==> src/hw/udp_tx_pkg.sv <==
package udp_tx_pkg;

  // Widths with a meaning of their own
  typedef logic [63:0] word_t;
  typedef logic [7:0]  byte_en_t;
  typedef logic [47:0] mac_addr_t;
  typedef logic [31:0] ip_addr_t;
  typedef logic [15:0] udp_port_t;
  typedef logic [15:0] word_count_t;
  typedef logic [7:0]  arp_index_t;

  // Control FIFO entry: {word count, dest port, dest ip}
  typedef logic [63:0] ctrl_entry_t;

  typedef enum logic [3:0] {
    tx_idle,
    tx_hdr_1,
    tx_hdr_2,
    tx_hdr_3,
    tx_hdr_4,
    tx_hdr_5,
    tx_hdr_6,
    tx_data,
    tx_last
  } tx_state_t;

  localparam int data_fifo_depth   = 512;
  localparam int ctrl_fifo_depth   = 16;
  localparam int fifo_afull_margin = 8;

  // Folded sum of version/IHL, flags, TTL and protocol
  localparam logic [15:0] ip_fixed_sum = 16'h8412;

  localparam logic [15:0] ethertype_ipv4 = 16'h0800;
  localparam logic [7:0]  ip_ver_ihl     = 8'h45;
  localparam logic [7:0]  ip_flags       = 8'h40;
  localparam logic [7:0]  ip_ttl         = 8'hff;
  localparam logic [7:0]  ip_proto_udp   = 8'h11;

  // Header bytes added to the payload for the IP and UDP lengths
  localparam logic [15:0] ip_hdr_extra  = 16'd28;
  localparam logic [15:0] udp_hdr_extra = 16'd8;

  localparam byte_en_t byte_en_all  = 8'hff;
  localparam byte_en_t byte_en_last = 8'b0000_0011;

  localparam int hdr_calc_latency = 3;

endpackage
==> src/hw/udp_tx_framer.sv <==
`timescale 1ns/1ps

module udp_tx_framer
  import udp_tx_pkg::*;
(
  input  logic        mac_clk,
  input  logic        app_rst,
  input  logic        local_enable,
  input  mac_addr_t   local_mac,
  input  ip_addr_t    local_ip,
  input  udp_port_t   local_port,
  input  logic        app_tx_overflow,
  input  ip_addr_t    ctrl_ip,
  input  udp_port_t   ctrl_port,
  input  word_count_t ctrl_words,
  input  logic        ctrl_empty,
  input  mac_addr_t   dest_mac,
  input  logic [15:0] ip_length,
  input  logic [15:0] udp_length,
  input  logic [15:0] ip_checksum,
  input  logic        hdr_ready,
  input  word_t       data_word,
  input  logic        mac_tx_ack,
  output logic        data_pop,
  output logic        ctrl_pop,
  output word_t       mac_tx_data,
  output byte_en_t    mac_tx_data_valid,
  output logic        mac_tx_start
);

  tx_state_t   state;
  word_count_t remaining;
  logic [15:0] leftover;
  word_t       wire_word;
  logic        go;

  // Wire order (first byte in bits 63:56) to MAC lane order
  function automatic word_t to_lanes(word_t w);
    word_t r;
    for (int i = 0; i < 8; i++) begin
      r[8*i +: 8] = w[8*(7-i) +: 8];
    end
    return r;
  endfunction

  assign go           = hdr_ready && !ctrl_empty && local_enable && !app_tx_overflow;
  assign mac_tx_start = (state == tx_idle) && go;
  assign data_pop     = (state == tx_hdr_6) || (state == tx_data);
  assign ctrl_pop     = state == tx_last;

  // Last two bytes of each word spill into the next beat
  always_ff @(posedge mac_clk) begin
    leftover <= data_word[15:0];
  end

  always_ff @(posedge mac_clk) begin
    if (app_rst) begin
      state             <= tx_idle;
      remaining         <= '0;
      mac_tx_data_valid <= '0;
    end else begin
      case (state)
        tx_idle: begin
          if (go) begin
            mac_tx_data_valid <= byte_en_all;
            remaining         <= ctrl_words - 16'd1;
            state             <= tx_hdr_1;
          end
        end
        tx_hdr_1: begin
          if (mac_tx_ack) begin
            state <= tx_hdr_2;
          end
        end
        tx_hdr_2: state <= tx_hdr_3;
        tx_hdr_3: state <= tx_hdr_4;
        tx_hdr_4: state <= tx_hdr_5;
        tx_hdr_5: state <= tx_hdr_6;
        tx_hdr_6, tx_data: begin
          remaining <= remaining - 16'd1;
          if (remaining == '0) begin
            mac_tx_data_valid <= byte_en_last;
            state             <= tx_last;
          end else begin
            state <= tx_data;
          end
        end
        tx_last: begin
          mac_tx_data_valid <= '0;
          state             <= tx_idle;
        end
        default: state <= tx_idle;
      endcase
    end
  end

  always_comb begin
    case (state)
      tx_hdr_1: wire_word = {dest_mac, local_mac[47:32]};
      tx_hdr_2: wire_word = {local_mac[31:0], ethertype_ipv4, ip_ver_ihl, 8'h00};
      tx_hdr_3: wire_word = {ip_length, 16'h0000, ip_flags, 8'h00, ip_ttl, ip_proto_udp};
      tx_hdr_4: wire_word = {ip_checksum, local_ip, ctrl_ip[31:16]};
      tx_hdr_5: wire_word = {ctrl_ip[15:0], local_port, ctrl_port, udp_length};
      // UDP checksum left at zero
      tx_hdr_6: wire_word = {16'h0000, data_word[63:16]};
      tx_data:  wire_word = {leftover, data_word[63:16]};
      tx_last:  wire_word = {leftover, 48'h0};
      default:  wire_word = '0;
    endcase
  end

  assign mac_tx_data = to_lanes(wire_word);

  // Start only on a quiet bus, first header beat follows at once
  a_start_idle: assert property (@(posedge mac_clk) disable iff (app_rst)
    mac_tx_start |-> (mac_tx_data_valid == '0) ##1 (mac_tx_data_valid == byte_en_all));

  a_pop_nonempty: assert property (@(posedge mac_clk) disable iff (app_rst)
    data_pop |-> !ctrl_empty);

endmodule

==> config.mk <==
export PLATFORM = sky130hd
export DESIGN_NAME = udp_tx_framer
export DESIGN_NICKNAME = d
export VERILOG_FILES = /design/src/hw/udp_tx_pkg.sv /design/src/hw/udp_tx_framer.sv
export SDC_FILE = /design/constraint.sdc
export NUM_CORES = 1
export LEC_CHECK = 0
export BUFFER_PORTS_ARGS = -buffer_cell sky130_fd_sc_hd__buf_2
export CAP_MARGIN = 15
export CORE_AREA = 2 2 158 160
export CTS_CLUSTER_DIAMETER = 80
export DETAILED_ROUTE_END_ITERATION = 6
export DIE_AREA = 0 0 160 162
export PLACE_DENSITY = 0.49
export SLEW_MARGIN = 20
export SYNTH_ARGS = -nofsm -noshare
export SYNTH_HDL_FRONTEND = slang
export SYNTH_SLANG_ARGS = --single-unit
==> constraint.sdc <==
create_clock -name mac_clk -period 3 [get_ports mac_clk]
set_input_delay 0.15 -clock mac_clk [delete_from_list [all_inputs] [get_ports mac_clk]]
set_output_delay 0.15 -clock mac_clk [all_outputs]
set_load 0.02 [all_outputs]
### Word level (Yosys, flattened, before mapping)

Cells that the tools add are included.

* multipliers: 0
* bitwise gates (word level): 0
* reduce and logical (&&, ||, !) cells: 15
* equality and inequality tests: 11
* add/subtract/negate cells: 2
* magnitude comparators: 0
* muxes and demuxes: 10
* div/mod/pow operators: 0
* shifts and indexed selects: 0

Operators by type and width (number)
* case mux 64 bit (8 select lines): 1
* case mux 16 bit (2 select lines): 1
* subtractor 16 x 1 -> 16 bit (second input constant): 2
* case mux 4 bit (7 select lines): 1
* case mux 8 bit (3 select lines): 1
* == test 4 x 3 -> 1 bit (second input constant): 4
* zero test 16 bit: 1
* two-way mux 16 bit: 1
* two-way mux 8 bit: 2
* two-way mux 4 bit: 3
* == test 4 x 2 -> 1 bit (second input constant): 2
* != test 2 bit (second input constant): 3
* == test 4 x 1 -> 1 bit (second input constant): 1
* == test 4 bit (second input constant): 1
* logical AND 1 bit: 4
* zero test 4 bit: 1
* AND reduction 2 bit: 2
* AND reduction 3 bit: 1
* nonzero test 3 bit: 1
* zero test 1 bit: 2
* nonzero test 2 bit: 1
* OR reduction 2 bit: 1
* logical OR 1 bit: 1

* input port bits: 327
* memory bits (writable): 0
* bits in read-only memories: 0
* output and inout bits: 75
* logic and storage cells: 42
* latch bits: 0
* bits in registers: 44
* memories kept: 0

### Longest topological paths before layout

Gate-level depths: netlist (run 1).

* word-level depth: 6
* depth in mapped cells: 11
* depth with buffers taken out: 8

### Worst setup path after synthesis (run 1)

No wires, ideal clock.

* path type: register to register
* start point: register state[2]
* end point: register remaining[10]
* required time: 2845 ps
* cell stages (with the launch flop): 12
* library setup time: 155 ps
* buffers on the path: 3
* arrival time: 3079 ps
* clock period less this slack: 3233 ps
* slack: -233 ps
* cell sequence: dfxtp_1 > clkbuf_1 > nand3b_1 > buf_2 > clkbuf_1 > mux2i_1 > ha_1 > nor3b_1 > nand2_1 > or4_2 > a311oi_1 > a211oi_1

* word-level cells in the longest chain between the ends: 4
* elaborated cells between the ends (all ways): 8
* those cells by class: 3 x eq/ne; 1 x mux; 4 x reduce/logical

RTL lines
* from (decl): line udp_tx_framer.sv:31 `tx_state_t state;`
* from (signal assigned): line udp_tx_framer.sv:58 `state <= tx_idle;`
* from (signal assigned): line udp_tx_framer.sv:67 `state <= tx_hdr_1;`
* from (signal assigned): line udp_tx_framer.sv:72 `state <= tx_hdr_2;`
* == test 4 x 3 -> 1 bit: line udp_tx_framer.sv:62 `case (state)`
* OR reduction 2 bit: line udp_tx_framer.sv:62
* nonzero test 2 bit (no source line)
* AND reduction 2 bit (no source line)
* to (signal assigned): line udp_tx_framer.sv:66 `remaining <= ctrl_words - 16'd1;`
* to (signal assigned): line udp_tx_framer.sv:80 `remaining <= remaining - 16'd1;`
* to (decl): line udp_tx_framer.sv:32 `word_count_t remaining;`

Parallel ways exist; a longest one is shown, timed or not.
A chain may end at the register's enable or synchronous reset.

### Worst setup path after layout (run 1)

* start point: register state[0]
* end point: output port mac_tx_data[15]

* word-level cells in the longest chain between the ends: 2
* elaborated cells between the ends (all ways): 9
* those cells by class: 8 x eq/ne; 1 x mux

RTL lines
* == test 4 bit, or another cell as far along: line udp_tx_framer.sv:98 `case (state)`
* case mux 64 bit (8 select lines) (*): line udp_tx_framer.sv:98
* to (decl): line udp_tx_framer.sv:26 `output word_t mac_tx_data,`

Every way passes the cells marked *; elsewhere a longest branch is shown, timed or not.

==> impl_metrics.ini, run 1 <==
[status]
violations = DRC
status = finished, violations left

[power]
ir_worst_vdd_v = 0.0002876
total_power_mw = 1.891
p_leak_nw = 3.265
power_density_mw_per_mm2 = 288.2

[worst_hold_path]
min_path_type = in -> reg

[global_route]
grt.overflow.total = 0
grt_pass1_wl_mm = 36.47
antenna_found_initial = 5
grt_start_max_net_pins = 70
grt_pass1_vias = 5760
grt.total_usage = 0.1865

[clocking]
cts_resized = 0
htree_levels = 2
clk-insertion-delay-late_ns = 0.29
cts_buffers = 5
clk_pin_slew_ns = 0.07
cts.sinks = 38
clk_path_buf_depth = 2
cts_setup_buffers = 0
cts_tree = built
cts-root-buf = clkbuf_16

[synth]
synth_xor_area_frac = 0.002325
synthTopCellsByArea = dfxtp_1 20%, a22oi_1 16%, mux2i_1 6.6%, nand2_1 5.5%, nor2_1 5.4%
avgSynthCellArea_sq_um = 7.135
synth-simple-area-share = 0.2351
synthAdderAreaFrac = 0.003321
yosys_warnings = 0
synth_top_family_by_area = compound AO/OA/AOI/OAI gates
seq_area_frac_synth = 0.2019
async_flop_share = 0
synth.mux.area_fraction = 0.08535
synth_top_area_frac = 0.2019
yosys.cell_types.count = 61
synth.ff_latch_count = 38
syn_area_sq_mm = 0.003767
synth_compound_area_frac = 0.4068
synth-edff-count = 0
ys.flop_type = dfxtp_1
synth_top_area_cell = dfxtp_1
synth_nets = 856
synthCells = 528

[sta]
finalHoldViolations = 0
fin_crit_ns = 2.775
grt_setup_unrepaired = no
relSlewSlack = 0.4677
skew_ns = 0.008807
tightest_slew_ns = 0.7966
fin_tns_setup_ns = 0
min_period_over_period = 0.9251
final-setup-viol-count = 0
slew_violations = 0
max_freq_mhz = 360.3

[detailed_routing]
dr.pass1.iters = 7
avgRoutedWirePerCell_um = 20.86
drtAntennaViolNets = 0
vias = 5973
drt-initial-drc-count = 497
drcViolationCount = 1
routed_via_density = 4.778
wirelength_mm = 26.08

[floorplan]
core_sq_mm = 0.02411
fp-row-count = 57
die_width_um = 160
ios = 402
start_util = 0.1563
die_h_um = 162
dieArea_sq_mm = 0.02592

[setup_path]
cp.arrival_ns = 2.63
start_kind = flop
path_max_fanout = 27
cp_data_required_time_ns = 2.85
crit_type = reg -> out
cp-end-kind = output pin

[placed_design]
hpwl_mm = 21.24
io_buffers = 401
place_congestion = 0.8322

[final_layout]
nets = 1252
fill_cells = 2750
final_cell_mix = 401 x buf_2, 81 x a22oi_1, 55 x nand2_1
fin_util = 0.2723
drive_above_1_share = 0.4919
regArea_sq_um = 762.0
mostFrequentLayoutCell = buf_2
syn2layout_area_growth_pct = 74.23
multiInputGateArea_sq_mm = 0.002791

[flow_run]
maxCapViolCount = 0
## worst max-delay path, stage by stage (launching register included)
cell and delay (ns):
dfxtp_1 0.65, nand2_1 0.26, nor2_4 0.67, buf_4 0.32, a222oi_1 0.11, o21ai_0 0.11, buf_2 0.20
## layer usage
metal / global-route usage / part of all wire
met2: 0.3546 / 0.54
met4: 0.04464 / 0.021
met3: 0.03141 / 0.061
met5: 0 / 0.00092
met1: 0.2173 / 0.38
## cell families after synthesis
logic type	Yosys count
AO/OA/AOI/OAI	215
multiplexers	31
AND/OR/NAND/NOR	185
adder cells (fa/ha/maj)	1
flip-flops	38
XOR/XNOR	1
buffers and inverters	57
## cell usage after synthesis, drive strengths merged, types with 4 or more instances
cell type,n
a22oi,81
nand2,55
nor2,54
a21oi,39
dfxtp,38
clkbuf,33
o21ai,30
mux2i,25
nand3,21
a222oi,20
buf,19
nor3,13
nor4,7
or3,7
mux2,6
nand2b,5
o31ai,5
or4,5
a211oi,4
a31oi,4
and2,4
inv,4
o22ai,4
## area by class of cell
cell class	instances	area share
diodes	1	0.0003812
clock buffers	6	0.02116
inverters	5	0.002859
clock inverters	2	0.009150
flip-flops and latches	38	0.1161
multi-input cells	433	0.4253
well taps	324	0.06176
repair buffers	441	0.3633
## metrics by stage
stage          area, sq um  setup WS [ns]  std cells  hold slack [ns]
2_1_floorplan         3774        0.05951        528           0.1777
3_3_place_gp          6202         0.4846       1225           0.2538
3_5_place_dp          6202         0.4781       1225           0.2540
4_1_cts               6561         0.2077       1249          0.07783
5_1_grt               6564       0.006989       1250          0.09875
6_report              6564         0.2246       1250          0.09042
## state kept, by name, summed over array words and instances, names as in the netlist
signal and count:
leftover 16, mac_tx_data_valid 2, remaining 16, state 4
## what timing repair did
action / in CTS / in global routing
hold buffers: 16 / 0
hold endpoints to repair: 16 / 0
endpoints found under the setup margin: 0 / 0
## power by group
group          internal, mW  switching (mW)
clock network         0.500           0.245
registers             0.525          0.0198
logic                 0.282           0.319
total                  1.31           0.584
## path summary, 6_finish.rpt
check / slack [ns] / startpoint / to / depth (start not counted)
setup / recovery: 0.22 / state[0]$_SDFFE_PP0P_ / mac_tx_data[15] / 6
hold / removal: 0.09 / ctrl_words[5] / remaining[5]$_SDFFE_PP0P_ / 2
setup reg to reg: 0.43 / state[3]$_SDFFE_PP0P_ / remaining[10]$_SDFFE_PP0P_ / 8
hold reg to reg: 0.49 / remaining[0]$_SDFFE_PP0P_ / remaining[0]$_SDFFE_PP0P_ / 2
(Power assumes the default switching activity.)
==> inputs of run 2 (changes only) <==
--- a/config.mk
+++ b/config.mk
@@ -7,11 +7,11 @@
 export LEC_CHECK = 0
 export BUFFER_PORTS_ARGS = -buffer_cell sky130_fd_sc_hd__buf_2
 export CAP_MARGIN = 15
-export CORE_AREA = 2 2 158 160
+export CORE_AREA = 3 3 155 157
 export CTS_CLUSTER_DIAMETER = 80
 export DETAILED_ROUTE_END_ITERATION = 6
-export DIE_AREA = 0 0 160 162
-export PLACE_DENSITY = 0.49
+export DIE_AREA = 0 0 158 160
+export PLACE_DENSITY = 0.51
 export SLEW_MARGIN = 20
 export SYNTH_ARGS = -nofsm -noshare
 export SYNTH_HDL_FRONTEND = slang
==> run 2 against run 1 <==
  * The run still ends with DRC left
  * Sequential share of layout area rose by 0.12 points
  * Clock-buffer cell count fell by 1
  * Final cell count fell by 3.0%
  * First-iteration DRC count fell by 10%
  * Combinational power fell by 2%
  * Clock skew rose by 0.0016 ns
  * Via count rose by 0.17%
  * Largest cell class unchanged
  * Largest power group unchanged
  * Highest routed layer unchanged
==> impl_metrics.ini, run 2 (same netlist as run 1, synthesis figures left out) <==
[setup_path]
rr_worst_depth = 8
crit_path_top_delay_cell = a21o_1
r2r_setup_slack_ns = 0.28
r2r_start = state[3]$_SDFFE_PP0P_
max_stage_delay_ns = 0.59
startpoint = state[3]$_SDFFE_PP0P_
worstReg2RegEnd = remaining[10]$_SDFFE_PP0P_
path_max_fanout = 16
crit_type = reg -> out
cp.depth = 7
critPathTopFamily = compound AO/OA/AOI/OAI gates
cp.arrival_ns = 2.62
cp_data_required_time_ns = 2.85
critPathBufInv = 3
start_kind = flop
worstPathCellList = nand3b_1 > buf_4 > inv_2 > a21o_1 > a222oi_1 > o21ai_0 > buf_2
cp-end-kind = output pin
cp-endpoint = mac_tx_data[6]

[final_layout]
mostFrequentLayoutCell = buf_2
nets = 1251
instances_no_fill = 1213
fill_cells = 2537
drive_above_1_share = 0.4913
fin_util = 0.2870
reg.largest.list = leftover: 16 flops, remaining: 16 flops, state: 4 flops
final_cell_mix = 401 x buf_2, 81 x a22oi_1, 55 x nand2_1
syn2layout_area_growth_pct = 72.47

[power]
power_density_mw_per_mm2 = 286.4
p_leak_nw = 3.253
ir_worst_vdd_v = 0.0002605

[sta]
tightest_slew_ns = 0.6701
final-setup-viol-count = 0
relSlewSlack = 0.5492
fin_crit_ns = 2.765
max_freq_mhz = 361.7
fin_tns_setup_ns = 0
slew_violations = 0
min_period_over_period = 0.9217
grt_setup_unrepaired = no
finalHoldViolations = 0
skew_ns = 0.01040
holdWs_ns = 0.08121
layout_setup_ws_ns = 0.2350

[placed_design]
place_ws_ns = 0.3147
place_congestion = 0.8412
hpwl_mm = 21.04
io_buffers = 401
dp.cells = 1185

[floorplan]
dieArea_sq_mm = 0.02528
die_h_um = 160
core_sq_mm = 0.02264
ios = 402
start_util = 0.1664
die_width_um = 158
fp-row-count = 55

[clocking]
htree_levels = 2
cts_setup_buffers = 0
cts-root-buf = clkbuf_16
clk-insertion-delay-late_ns = 0.30
cts_buffers = 5
cts_tree = built
clk_path_buf_depth = 2
clk_pin_slew_ns = 0.07
cts.sinks = 38

[global_route]
antenna_found_initial = 7
grt.total_usage = 0.1840
grt_pass1_wl_mm = 35.62
grt.overflow.total = 0
grt_pass1_vias = 5844
grt_start_max_net_pins = 47

[detailed_routing]
wirelength_mm = 25.22
avgRoutedWirePerCell_um = 20.79
drt-initial-drc-count = 446
drtAntennaViolNets = 0
routed_via_density = 4.932
dr.pass1.iters = 7
vias = 5983
drcViolationCount = 1

[status]
status = finished, violations left
violations = DRC

[flow_run]
maxCapViolCount = 0

[worst_hold_path]
min_path_type = in -> reg
## run 2: power breakdown
part	internal (mW)	total, mW	switching (mW)
sequential	0.525	0.545	0.0198
clock	0.479	0.727	0.249
combinational	0.279	0.589	0.310
total	1.28	1.86	0.578
## run 2: what timing repair did
item                                   in CTS  in global routing
endpoints found under the hold margin      16                  0
hold buffers                               16                  0
gates resized for setup                     0                  0
## run 2: metal layers
layer  part of all wire  up-vias  GRT usage
met5             0.0016        -          0
met4              0.017        6    0.05123
met3              0.071       34    0.03957
met2               0.54      297     0.3490
met1               0.37     2774     0.2029
li1                   -     2872          -
## run 2: how the worst min path moves through the flow
| stage | start | end | slack [ns] | cells after the start |
|---|---|---|---|---|
| 6_report | ctrl_words[5] | remaining[5]$_SDFFE_PP0P_ | 0.08 | 2 |
| 5_1_grt | ctrl_words[5] | remaining[5]$_SDFFE_PP0P_ | 0.08 | 2 |
| 4_1_cts | ctrl_words[5] | remaining[5]$_SDFFE_PP0P_ | 0.08 | 2 |
| 3_5_place_dp | data_word[8] | leftover[8]$_DFF_P_ | 0.25 | 1 |
| 3_3_place_gp | data_word[12] | leftover[12]$_DFF_P_ | 0.25 | 1 |
| 2_1_floorplan | data_word[0] | leftover[0]$_DFF_P_ | 0.18 | 0 |
## run 2: area by class of cell
type,instances,area [sq um],area share
clock buffers,5,125.1,0.01926
clock inverters,3,68.82,0.01059
repair buffers,440,2365,0.3640
flip-flops and latches,38,762.0,0.1173
inverters,5,18.77,0.002889
diodes,4,10.01,0.001541
well taps,285,356.6,0.05488
multi-input cells,433,2791,0.4296
## run 2: metrics by stage
step | instance area, sq um | power, mW
finish | 6497 | 1.861
global route | 6495 | 1.953
CTS | 6487 | 1.882
detailed placement | 6133 | 1.130
global placement | 6133 | 1.133
floorplan | 3774 | 0.7789
==> inputs of run 3 (changes only) <==
--- a/config.mk
+++ b/config.mk
@@ -7,11 +7,13 @@
 export LEC_CHECK = 0
 export BUFFER_PORTS_ARGS = -buffer_cell sky130_fd_sc_hd__buf_2
 export CAP_MARGIN = 15
-export CORE_AREA = 3 3 155 157
+export CELL_PAD_IN_SITES_DETAIL_PLACEMENT = 0
+export CELL_PAD_IN_SITES_GLOBAL_PLACEMENT = 1
+export CORE_AREA = 3 3 154 156
 export CTS_CLUSTER_DIAMETER = 80
 export DETAILED_ROUTE_END_ITERATION = 6
-export DIE_AREA = 0 0 158 160
-export PLACE_DENSITY = 0.51
+export DIE_AREA = 0 0 157 159
+export PLACE_DENSITY = 0.72
 export SLEW_MARGIN = 20
 export SYNTH_ARGS = -nofsm -noshare
 export SYNTH_HDL_FRONTEND = slang
==> run 3 against run 2 <==
  * Sequential power shrank 0.7%
  * Via count shrank 1.5%
  * Worst setup slack gained 0.044 ns
  * Global-route usage decreased by 0.70 points
  * Die area fell by 1.3%
  * Combinational power down 0.7%
  * Largest power group unchanged
  * Largest cell class unchanged
  * Core utilization rose by 0.25 points
  * Highest routed layer unchanged
  * The run now ends clean
  * Maximum frequency up 1.6%
  * Clock-buffer cell count did not move
==> impl_metrics.ini, run 3 (same netlist as run 1, synthesis figures left out) <==
[status]
status = complete, no violations

[sta]
layout_setup_ws_ns = 0.2793
fin_tns_setup_ns = 0
tightest_slew_ns = 0.8965
relSlewSlack = 0.4009
min_period_over_period = 0.9069
max_freq_mhz = 367.5
skew_ns = 0.01122
slew_violations = 0
finalHoldViolations = 0
fin_crit_ns = 2.721
final-setup-viol-count = 0
grt_setup_unrepaired = no

[setup_path]
cp_data_required_time_ns = 2.85
cp-end-kind = output pin
crit_type = reg -> out
cp.arrival_ns = 2.57
crit_path_top_delay_cell = nor2_4
crit_path_frequent_cell = nand2_1
path_max_fanout = 29
max_stage_delay_ns = 0.72
start_kind = flop
worstPathCellList = buf_4 > inv_1 > nand2_1 > nor2_4 > buf_12 > nand2_1 > nand3_1 > buf_2

[final_layout]
mostFrequentLayoutCell = buf_2
nets = 1254
syn2layout_area_growth_pct = 72.93
final_cell_mix = 401 x buf_2, 81 x a22oi_1, 55 x nand2_1
drive_above_1_share = 0.4930
reg.largest.list = leftover: 16 flops, remaining: 16 flops, state: 4 flops
instances_no_fill = 1214
fin_util = 0.2895

[power]
comb_power_share = 0.319
total_power_mw = 1.837
ir_worst_vdd_v = 0.0002080
power.internal_mw = 1.286
switching_share = 0.2999
p_seq_frac = 0.294
power_density_mw_per_mm2 = 281.9
clockPowerShare = 0.387
switching_power_uw = 550.8
p_leak_nw = 3.270

[detailed_routing]
dr.pass1.iters = 6
vias = 5893
drtAntennaViolNets = 0
wirelength_mm = 23.83
routed_via_density = 4.854
drt-initial-drc-count = 559
avgRoutedWirePerCell_um = 19.63
drcViolationCount = 0

[floorplan]
ios = 402
dieArea_sq_mm = 0.02496
start_util = 0.1674
fp-row-count = 55
die_width_um = 157
die_h_um = 159
core_sq_mm = 0.02250

[placed_design]
io_buffers = 401
hpwl_mm = 19.79
place_ws_ns = 0.3620
dp.cells = 1188
place_congestion = 0.8622

[global_route]
grt.overflow.total = 0
grt.total_usage = 0.1769
grt_pass1_wl_mm = 34.01
antenna_found_initial = 12
grt_start_max_net_pins = 45
grt_pass1_vias = 5783

[clocking]
clk_path_buf_depth = 2
cts_buffers = 5
cts_setup_buffers = 0
htree_levels = 2
cts_tree = built
cts-root-buf = clkbuf_16
clk-insertion-delay-late_ns = 0.29
clk_pin_slew_ns = 0.07
cts.sinks = 38

[flow_run]
maxCapViolCount = 0

[worst_hold_path]
min_path_type = in -> reg
-- run 3: power by group through the flow --
stage                     registers, mW  logic [mW]  clock network (mW)
after global placement            0.552       0.571                   0
after detailed placement          0.552       0.571                   0
after CTS                         0.540       0.589               0.730
after global routing              0.543       0.644               0.744
final                             0.541       0.585               0.711
after floorplan                   0.548       0.231                   0
-- run 3: what timing repair did --
item	4_1_cts	5_1_grt
hold buffers	16	0
endpoints found under the hold margin	16	0
gates resized for setup	0	0
-- run 3: final cells by class --
cell class,instances,area (sq um)
Fill cell,2452,15990
Multi-Input combinational cell,433,2791
Timing Repair Buffer,443,2387
Sequential cell,38,762.0
Tap cell,285,356.6
Clock buffer,5,125.1
Clock inverter,3,68.82
Inverter,5,18.77
Antenna cell,2,5.005
-- run 3: per-layer routing --
metal | global-route usage | share of wire | vias to the layer above
met5 | 0 | 0.0050 | -
met4 | 0.02865 | 0.0065 | 20
met3 | 0.06605 | 0.11 | 29
met2 | 0.2947 | 0.47 | 326
met1 | 0.2210 | 0.41 | 2646
li1 | - | - | 2872
-- run 3: worst paths after layout --
path | cells after the start | startpoint | slack [ns] | to
setup / recovery | 8 | state[1]$_SDFFE_PP0P_ | 0.28 | mac_tx_data[48]
hold / removal | 2 | ctrl_words[5] | 0.09 | remaining[5]$_SDFFE_PP0P_
setup reg to reg | 8 | state[3]$_SDFFE_PP0P_ | 0.34 | remaining[10]$_SDFFE_PP0P_
hold reg to reg | 2 | remaining[0]$_SDFFE_PP0P_ | 0.48 | remaining[0]$_SDFFE_PP0P_
-- run 3: through the flow --
step           instance area, sq um  hold WS [ns]
6_report                       6515       0.09099
3_5_place_dp                   6156        0.2536
2_1_floorplan                  3774        0.1777
5_1_grt                        6510       0.09787
3_3_place_gp                   6156        0.2529
4_1_cts                        6510       0.07320
-- run 3: worst max-delay path, delay by kind of cell, from the launching register on --
kind,cells,cell delay [ns]
and+or+nand+nor,4,1.09
buffers and inverters,4,0.84
DFF,1,0.32
